$ cat config.mk
export PLATFORM = sky130hd
export DESIGN_NAME = box_filter_top
export DESIGN_NICKNAME = d
export VERILOG_FILES = /design/src/verilog/box_pkg.sv /design/src/verilog/box_cfg_regs.sv /design/src/verilog/box_filter_top.sv /design/src/verilog/r2_controller.sv /design/src/verilog/scan_counter.sv /design/src/verilog/window_accumulator.sv
export SDC_FILE = /design/constraint.sdc
export NUM_CORES = 1
export LEC_CHECK = 0
export BUFFER_PORTS_ARGS = -buffer_cell sky130_fd_sc_hd__clkbuf_2
export CORE_MARGIN = 5
export CORE_UTILIZATION = 52
export CTS_BUF_LIST = sky130_fd_sc_hd__clkbuf_8
export DETAILED_ROUTE_END_ITERATION = 10
export GPL_TIMING_DRIVEN = 1
export PLACE_DENSITY_LB_ADDON = 0.1
export SKIP_CTS_REPAIR_TIMING = 1
export SYNTH_ARGS = -nofsm -noshare
export SYNTH_HDL_FRONTEND = slang
export SYNTH_SLANG_ARGS = --single-unit
$ cat constraint.sdc
create_clock -name clk -period 5.47 [get_ports clk]
set_input_delay 0.547 -clock clk [delete_from_list [all_inputs] [get_ports clk]]
set_output_delay 0.547 -clock clk [all_outputs]
set_load 0.01 [all_outputs]
$ cat src/verilog/box_pkg.sv
package box_pkg;

  localparam int PIX_W  = 8;
  localparam int SIZE_W = 9;

  typedef logic [PIX_W-1:0]  pixel_t;
  typedef logic [PIX_W+2:0]  sum_t;  // room for five full-scale pixels.
  typedef logic [SIZE_W-1:0] size_t;

  typedef struct packed {
    size_t img_size;
    logic  start_gt_1;
  } cfg_t;

  typedef struct packed {
    logic count_en;
    logic ld_en;
    logic sum_en;
    logic cum_en;
    logic start_en;
    logic reset_en;
    logic data_valid;
  } ctrl_t;

  typedef struct packed {
    logic [9:0] col;
    logic       row_eq_max;
    logic       row_done;
  } scan_t;

endpackage

$ cat src/verilog/box_cfg_regs.sv
`timescale 1ns/1ps

module box_cfg_regs (
  input  logic           clk,
  input  logic           rst_n,
  input  logic           start_i,
  input  logic           start_en_i,
  input  box_pkg::size_t img_size_i,
  output box_pkg::cfg_t  cfg_o
);
  import box_pkg::*;

  size_t      img_size_q;
  logic [1:0] start_cnt_q;

  // image side length, held for the whole frame.
  always_ff @(posedge clk) begin
    if (!rst_n) begin
      img_size_q <= '0;
    end else if (start_i) begin
      img_size_q <= img_size_i;
    end
  end

  // cycles spent in the start state.
  always_ff @(posedge clk) begin
    if (!rst_n) begin
      start_cnt_q <= '0;
    end else if (!start_en_i) begin
      start_cnt_q <= '0;
    end else if (start_cnt_q != 2'd3) begin
      start_cnt_q <= start_cnt_q + 2'd1;  // saturate.
    end
  end

  assign cfg_o.img_size   = img_size_q;
  assign cfg_o.start_gt_1 = start_en_i & (start_cnt_q != 2'd0);  // second start cycle.

endmodule

$ cat src/verilog/box_filter_top.sv
`timescale 1ns/1ps

module box_filter_top #(
  parameter int ADDR_W = 18
) (
  input  logic              clk,
  input  logic              rst_n,
  input  logic              start_i,
  input  box_pkg::size_t    img_size_i,
  input  box_pkg::pixel_t   pix_data_i,
  output logic [ADDR_W-1:0] pix_addr_o,
  output box_pkg::sum_t     sum_o,
  output logic              valid_o,
  output logic              finish_o
);
  import box_pkg::*;

  cfg_t  cfg;
  ctrl_t ctrl;
  scan_t scan;

  box_cfg_regs box_cfg_regs_inst (
    .clk        (clk),
    .rst_n      (rst_n),
    .start_i    (start_i),
    .start_en_i (ctrl.start_en),
    .img_size_i (img_size_i),
    .cfg_o      (cfg)
  );

  r2_controller r2_controller_inst (
    .clk      (clk),
    .rst_n    (rst_n),
    .start_i  (start_i),
    .cfg_i    (cfg),
    .scan_i   (scan),
    .ctrl_o   (ctrl),
    .finish_o (finish_o)
  );

  scan_counter #(
    .ADDR_W (ADDR_W)
  ) scan_counter_inst (
    .clk        (clk),
    .rst_n      (rst_n),
    .cfg_i      (cfg),
    .ctrl_i     (ctrl),
    .scan_o     (scan),
    .pix_addr_o (pix_addr_o)
  );

  window_accumulator window_accumulator_inst (
    .clk     (clk),
    .rst_n   (rst_n),
    .ctrl_i  (ctrl),
    .pix_i   (pix_data_i),
    .sum_o   (sum_o),
    .valid_o (valid_o)
  );

endmodule

$ cat src/verilog/r2_controller.sv
`timescale 1ns/1ps

module r2_controller (
  input  logic           clk,
  input  logic           rst_n,
  input  logic           start_i,
  input  box_pkg::cfg_t  cfg_i,
  input  box_pkg::scan_t scan_i,
  output box_pkg::ctrl_t ctrl_o,
  output logic           finish_o
);
  import box_pkg::*;

  typedef enum logic [2:0] {
    IDLE       = 3'd0,
    START      = 3'd1,
    START_ROW  = 3'd2,
    SUM_EN     = 3'd3,
    CUM_EN     = 3'd4,
    FINISH_ALL = 3'd5
  } state_t;

  state_t state_q;
  state_t prev_q;
  state_t state_d;

  always_ff @(posedge clk) begin
    if (!rst_n) begin
      state_q <= IDLE;
      prev_q  <= IDLE;
    end else begin
      state_q <= state_d;
      prev_q  <= state_q;
    end
  end

  always_comb begin
    state_d = state_q;
    case (state_q)
      IDLE:       state_d = start_i ? START : IDLE;
      START:      state_d = cfg_i.start_gt_1 ? START_ROW : START;
      START_ROW:  state_d = SUM_EN;
      SUM_EN: begin
        if (scan_i.row_eq_max) begin
          state_d = FINISH_ALL;  // all rows consumed.
        end else if (scan_i.col > 10'd3) begin
          state_d = CUM_EN;
        end
      end
      CUM_EN:     state_d = scan_i.row_done ? START_ROW : CUM_EN;
      FINISH_ALL: state_d = IDLE;
      default:    state_d = IDLE;
    endcase
  end

  always_comb begin
    ctrl_o   = '0;
    finish_o = 1'b0;
    case (state_q)
      START: begin
        ctrl_o.start_en = 1'b1;
      end
      START_ROW: begin
        ctrl_o.count_en   = 1'b1;
        ctrl_o.ld_en      = 1'b1;
        ctrl_o.data_valid = (prev_q == CUM_EN);  // last window of the row before.
      end
      SUM_EN: begin
        ctrl_o.count_en = 1'b1;
        ctrl_o.sum_en   = 1'b1;
      end
      CUM_EN: begin
        ctrl_o.count_en   = 1'b1;
        ctrl_o.sum_en     = 1'b1;
        ctrl_o.cum_en     = 1'b1;
        ctrl_o.data_valid = 1'b1;
      end
      FINISH_ALL: begin
        ctrl_o.reset_en = 1'b1;
        finish_o        = 1'b1;
      end
      default: begin
        ctrl_o   = '0;
        finish_o = 1'b0;
      end
    endcase
  end

endmodule

$ cat src/verilog/scan_counter.sv
`timescale 1ns/1ps

module scan_counter #(
  parameter int ADDR_W = 18
) (
  input  logic              clk,
  input  logic              rst_n,
  input  box_pkg::cfg_t     cfg_i,
  input  box_pkg::ctrl_t    ctrl_i,
  output box_pkg::scan_t    scan_o,
  output logic [ADDR_W-1:0] pix_addr_o
);
  import box_pkg::*;

  logic [9:0]        col_q;
  logic [9:0]        col_cur;
  logic [9:0]        col_limit;
  size_t             row_q;
  logic [ADDR_W-1:0] row_base_q;

  assign col_cur   = ctrl_i.ld_en ? 10'd0 : col_q;  // a new row starts at column 0.
  assign col_limit = {1'b0, cfg_i.img_size} - 10'd2;

  always_ff @(posedge clk) begin
    if (!rst_n) begin
      col_q      <= '0;
      row_q      <= '0;
      row_base_q <= '0;
    end else if (ctrl_i.reset_en) begin
      col_q      <= '0;
      row_q      <= '0;
      row_base_q <= '0;
    end else if (ctrl_i.count_en) begin
      col_q <= col_cur + 10'd1;
      if (ctrl_i.cum_en && scan_o.row_done) begin
        row_q      <= row_q + SIZE_W'(1);
        row_base_q <= row_base_q + ADDR_W'(cfg_i.img_size);  // next row offset.
      end
    end
  end

  assign scan_o.col        = col_cur;
  assign scan_o.row_done   = (col_cur > col_limit);
  assign scan_o.row_eq_max = (row_q == cfg_i.img_size);
  assign pix_addr_o        = row_base_q + ADDR_W'(col_cur);

endmodule

$ cat src/verilog/window_accumulator.sv
`timescale 1ns/1ps

module window_accumulator (
  input  logic            clk,
  input  logic            rst_n,
  input  box_pkg::ctrl_t  ctrl_i,
  input  box_pkg::pixel_t pix_i,
  output box_pkg::sum_t   sum_o,
  output logic            valid_o
);
  import box_pkg::*;

  localparam int DEPTH = 5;

  pixel_t [DEPTH-1:0] hist_q;
  sum_t               win_sum_q;
  sum_t               pix_ext;
  sum_t               old_ext;

  assign pix_ext = sum_t'(pix_i);
  assign old_ext = sum_t'(hist_q[DEPTH-1]);  // pixel leaving the window.

  // history of the last five pixels read.
  always_ff @(posedge clk) begin
    if (ctrl_i.count_en) begin
      hist_q <= {hist_q[DEPTH-2:0], pix_i};
    end
  end

  always_ff @(posedge clk) begin
    if (ctrl_i.ld_en) begin
      win_sum_q <= pix_ext;
    end else if (ctrl_i.sum_en && ctrl_i.cum_en) begin
      win_sum_q <= win_sum_q + pix_ext - old_ext;  // slide by one.
    end else if (ctrl_i.sum_en) begin
      win_sum_q <= win_sum_q + pix_ext;
    end
  end

  // completed window goes out on the next edge.
  always_ff @(posedge clk) begin
    if (ctrl_i.data_valid) begin
      sum_o <= win_sum_q;
    end
  end

  always_ff @(posedge clk) begin
    if (!rst_n) begin
      valid_o <= 1'b0;
    end else begin
      valid_o <= ctrl_i.data_valid;
    end
  end

endmodule
Yosys cells after proc, flatten, opt, wreduce, memory -nomap -nowiden

Index checks and enable logic that the tools add are counted.

Bits in registers: 117
Input bits: 20
Output and inout bits: 31

Bitwise operators: 2
Reductions and logical operators: 11
Multiplexer cells: 17
$lt $le $gt $ge: 2
$add $sub $neg: 8
Eq/ne operators: 9

Operator list:

| operator                                                       | number |
|---|---|
| two-way mux 11 bit                                             | 2 |
| adder 18 x 10 -> 18 bit                                        | 1 |
| adder 18 x 9 -> 18 bit                                         | 1 |
| one-hot mux 3 bit (5 select lines)                             | 1 |
| adder 11 x 8 -> 11 bit                                         | 1 |
| subtractor 11 x 8 -> 11 bit                                    | 1 |
| adder 10 x 1 -> 10 bit, second input constant                  | 1 |
| greater-than comparator 10 bit                                 | 1 |
| greater-than comparator 10 x 2 -> 1 bit, second input constant | 1 |
| two-way mux 10 bit                                             | 1 |
| subtractor 9 x 2 -> 10 bit, second input constant              | 1 |
| adder 9 x 1 -> 9 bit, second input constant                    | 1 |
| equality test 3 bit, second input constant                     | 3 |
| equality test 9 bit                                            | 1 |
| two-way mux 3 bit                                              | 3 |
| two-way mux 8 bit                                              | 1 |
| two-way mux 1 bit                                              | 7 |
| equality test 3 x 2 -> 1 bit, second input constant            | 2 |
| AND reduction 2 bit                                            | 2 |
| nonzero test 2 bit                                             | 2 |
| OR reduction 2 bit                                             | 2 |
| equality test 3 x 1 -> 1 bit, second input constant            | 1 |
| zero test 3 bit                                                | 1 |
| != test 3 x 1 -> 1 bit, second input constant                  | 1 |
| other kinds (9)                                                | 10 |

Longest topological paths before layout

Depth after elaboration: 7
Depth in mapped cells: 15

Hierarchy

Synthesis repeated with hierarchy kept, for this count alone.

Cell total of the unflattened synthesis: 683
Area total of the unflattened synthesis: 6715.2 µm²

Modules (own cells, without submodules):

| module             | times used | area an instance (µm²) | cells an instance |
|---|---|---|---|
| scan_counter       | 1          | 3076.7                 | 399 |
| window_accumulator | 1          | 2864.0                 | 206 |
| box_cfg_regs       | 1          | 446.7                  | 40 |
| r2_controller      | 1          | 327.8                  | 38 |

Worst setup path after synthesis

OpenSTA, ideal clock, no wires.

Kind: register to output
From: register r2_controller_inst.state_q[2]
To: output port pix_addr_o[11]
Stages on the path, launching flop included: 14
Data arrival time: 3415 ps
Data required time: 4923 ps
Path buffers: 3
Setup slack: 1508 ps
Path through: dfxtp_1 -> clkbuf_1 -> or3b_2 -> clkbuf_1 -> clkbuf_1 -> and2_1 -> ha_1 -> a21o_1 -> a21o_1 -> a2111oi_0 -> o2111ai_1 -> a21oi_1 -> nand2b_1 -> xnor2_1

Cells in the longest elaborated chain, start to end: 4

Ends and longest elaborated chain:

| item                         | line                 | text |
|---|---|---|
| start, declared              | r2_controller.sv:23  | `state_t state_q;` |
| start signal, assigned       | r2_controller.sv:32  | `state_q <= state_d;` |
| equality test 3 x 2 -> 1 bit | r2_controller.sv:59  | `case (state_q)` |
| two-way mux 1 bit            | r2_controller.sv:59  |  |
| two-way mux 10 bit           | scan_counter.sv:21   | `assign col_cur = ctrl_i.ld_en ? 10'd0 : col_q;` |
| adder 18 x 10 -> 18 bit      | scan_counter.sv:45   | `assign pix_addr_o = row_base_q + ADDR_W'(col_cur);` |
| end, declared                | box_filter_top.sv:11 | `output logic [ADDR_W-1:0] pix_addr_o,` |

Every way passes these cells.

Final worst setup path

From: register r2_controller_inst.state_q[1]
To: output port pix_addr_o[15]

Same word-level chain as after synthesis.

==> impl_metrics.json <==
{
  "p_leak_nw": 3.082,
  "synthArstFlopShare": 0,
  "hold_depth": 1,
  "htreeDepth": 4,
  "worst-endpoint-arrival_ns": 4.34,
  "worstPathRequired_ns": 4.92,
  "path_cells": "or3b_2 -> and2_1 -> ha_1 -> a21o_1 -> a21o_1 -> a2111oi_0 -> o2111ai_1 -> a21oi_1 -> nand2b_1 -> xnor2_1 -> clkbuf_2",
  "layout.nets": 794,
  "antennaDiodeCount": 0,
  "hold_violations": 0,
  "io_buffers": 50,
  "cp_common_cell": "a21o_1",
  "r2r_start": "r2_controller_inst.state_q[1]$_SDFFE_PN0P_",
  "synth_common_cells": "edfxtp_1 (59), nand2_1 (59), dfxtp_1 (58)",
  "cts_made_buffers": 17,
  "rr_worst_depth": 10,
  "netlist_area_mm2": 0.006634,
  "dp_hpwl_um": 10340,
  "worst_slew_pin_slew_ns": 1.024,
  "fmax_mhz": 204.5,
  "met1_length_um": 6321,
  "initial_core_util": 0.5278,
  "die_x_um": 123.0,
  "grt_overflow": 0,
  "antenna_found_initial": 0,
  "rows": 41,
  "worst_hold_path.endpoint": "window_accumulator_inst.hist_q[2]$_DFFE_PP_",
  "setup_viol": 0,
  "yosysUniqueCellTypes": 62,
  "tns_ns": 0,
  "ir_drop_mv": 0.1803,
  "slew_violations": 0,
  "synth-main-ff-cell": "edfxtp_1",
  "r2r_setup_slack_ns": 1.61,
  "grt_pass1_vias": 4925,
  "core_area_mm2": 0.01257,
  "synth.top_cell.area_share": 0.2671,
  "run_status": "finished clean",
  "r2r-end": "scan_counter_inst.row_q[8]$_SDFFE_PP0P_",
  "grt_max_degree": 36,
  "dieHeight_um": 123.0,
  "ios": 51,
  "routed_wl_um": 14410,
  "clk_latency_ns": 0.44,
  "synth_nets": 744,
  "critPathSlowestCell": "or3b_2",
  "grt_pass1_wl_um": 23740,
  "die-area_mm2": 0.01512,
  "fin_skew_ns": 0.01298,
  "area_growth_pct": 12.09,
  "worstHoldStart": "pix_data_i[2]",
  "powerDensity_mw_per_mm2": 281.5,
  "cp_slowest_stage_delay_ns": 0.67,
  "worstHoldPathType": "input pin to flip-flop",
  "top_layer_used": "met4",
  "relSlewSlack": 0.3156,
  "syn_avg_cell_area_um2": 9.931,
  "path_class": "flip-flop to primary output",
  "gp_congestion": 0.8452,
  "rsz0062_at_grt": "false",
  "synth_seq_cells": 117,
  "synth_edf_count": 59,
  "routed_via_density": 5.465,
  "wl_met2_um": 7373,
  "worstPathMaxFanout": 19,
  "yosysTopAreaCell": "edfxtp_1",
  "ant_nets": 0,
  "clkTransAtPathRegs_ns": 0.07,
  "vias": 4935,
  "clock-root-buffer": "clkbuf_8",
  "track_usage": 0.2029,
  "final_util": 0.5916,
  "wire_per_inst_um": 15.96,
  "cap_viol_max_count": 0,
  "cts_max_path_buffers": 2,
  "finalCriticalPeriod_ns": 4.891,
  "dr.pass1.iters": 4,
  "ys_warn_count": 0,
  "ys_seq_area_frac": 0.4421,
  "start_kind": "flip-flop",
  "ys_top_cells_by_area": "edfxtp_1 (27%), dfxtp_1 (18%), ha_1 (9.8%)",
  "clock_sinks": 117,
  "route.detailed.drc": 0,
  "period_share": 0.8942,
  "drt_iter0_drc": 228,
  "synth_cells": 668,
  "cts_tree": "done",
  "end_kind": "primary output",
  "wl_met3_um": 412,
  "drive_gt1_frac": 0.1259
}
how the worst max path moves through the flow:
stage / start / end / cells past startpoint
2_1_floorplan: r2_controller_inst.state_q[2]$_SDFFE_PN0P_ / pix_addr_o[11] / 13
3_3_place_gp: r2_controller_inst.state_q[1]$_SDFFE_PN0P_ / pix_addr_o[13] / 11
3_5_place_dp: r2_controller_inst.state_q[1]$_SDFFE_PN0P_ / pix_addr_o[13] / 11
4_1_cts: r2_controller_inst.state_q[1]$_SDFFE_PN0P_ / pix_addr_o[13] / 11
5_1_grt: r2_controller_inst.state_q[1]$_SDFFE_PN0P_ / pix_addr_o[11] / 11
6_report: r2_controller_inst.state_q[1]$_SDFFE_PN0P_ / pix_addr_o[15] / 11
per-stage QoR:
| stage | instance area (um^2) | hold slack [ns] | setup slack [ns] | power (mW) | std cells |
|---|---|---|---|---|---|
| after global placement | 7030 | 0.4046 | 1.125 | 1.283 | 871 |
| after CTS | 7436 | 0.2886 | 0.5234 | 2.118 | 903 |
| after detailed placement | 7030 | 0.4045 | 1.026 | 1.293 | 871 |
| final | 7436 | 0.3209 | 0.5790 | 2.093 | 903 |
| after global routing | 7436 | 0.2862 | 0.2885 | 2.199 | 903 |
| after floorplan | 6634 | 0.4003 | 1.508 | 1.224 | 668 |
metal layers:
layer	track usage	up-vias
li1	-	2498
met2	0.3632	60
met1	0.2337	2357
met4	0.07908	0
met5	0	-
met3	0.04803	20
worst max-delay path, delay by kind of cell (launching register included):
kind	cells	cell delay, ns
AOI/OAI and AO/OA	5	1.66
and+or+nand+nor	3	1.15
DFF	1	0.53
adders and majority gates	1	0.30
buffers and inverters	1	0.15
xor gates and xnor gates	1	0.11
report_power, final:
part	leakage [nW]	switching (mW)	internal [mW]
Clock	0.216	0.349	0.466
Sequential	1.00	0.0315	0.961
Combinational	1.86	0.159	0.127
area by class of cell:
class / instances / area, um^2
repair buffers: 54 / 280.3
fillers: 1087 / 5132
flip-flops and latches: 117 / 2933
multi-input cells: 490 / 3460
well taps: 172 / 215.2
clock inverters: 13 / 143.9
inverters: 38 / 142.6
clock buffers: 19 / 261.5
cell usage in the layout, fill, tap and decap left out, types with 3 or more instances in the layout:
cell	instances
o31ai_1	6
nand2_1	59
a211oi_1	8
o21bai_1	4
clkbuf_8	19
xnor2_1	45
and2_1	14
nor2_1	46
nor3_1	12
mux2i_1	13
o21ai_0	16
nor3b_1	3
buf_4	4
o211ai_1	5
clkinv_2	3
fa_1	4
inv_1	42
a31oi_1	7
nor4_1	8
o21a_1	14
ha_1	52
a21oi_1	51
and3_1	4
nand2b_1	9
clkbuf_2	50
nand3_1	14
nor2b_1	18
a21o_1	8
dfxtp_1	58
or4_1	8
bufinv_16	3
edfxtp_1	59
o31a_1	4
xor2_1	15
or2_2	4
nand4_1	6
sequential cells by signal, indices dropped and copies added (netlist names), 3 cells and up:
signal,count
window_accumulator_inst.hist_q,40
scan_counter_inst.row_base_q,18
window_accumulator_inst.sum_o,11
window_accumulator_inst.win_sum_q,11
scan_counter_inst.col_q,10
box_cfg_regs_inst.img_size_q,9
scan_counter_inst.row_q,9
r2_controller_inst.prev_q,3
r2_controller_inst.state_q,3
logic make-up (layout without fill, tap and decap cells):
family	after synthesis	after routing	share of synthesized area
and+or+nand+nor	216	216	0.1647
AOI/OAI and AO/OA	144	144	0.1462
DFF	117	117	0.4421
buffers and inverters	61	124	0.03640
xor gates and xnor gates	60	60	0.07922
adders and majority gates	56	56	0.1101
muxes	14	14	0.02131
Power figures use the tool's default switching activity.
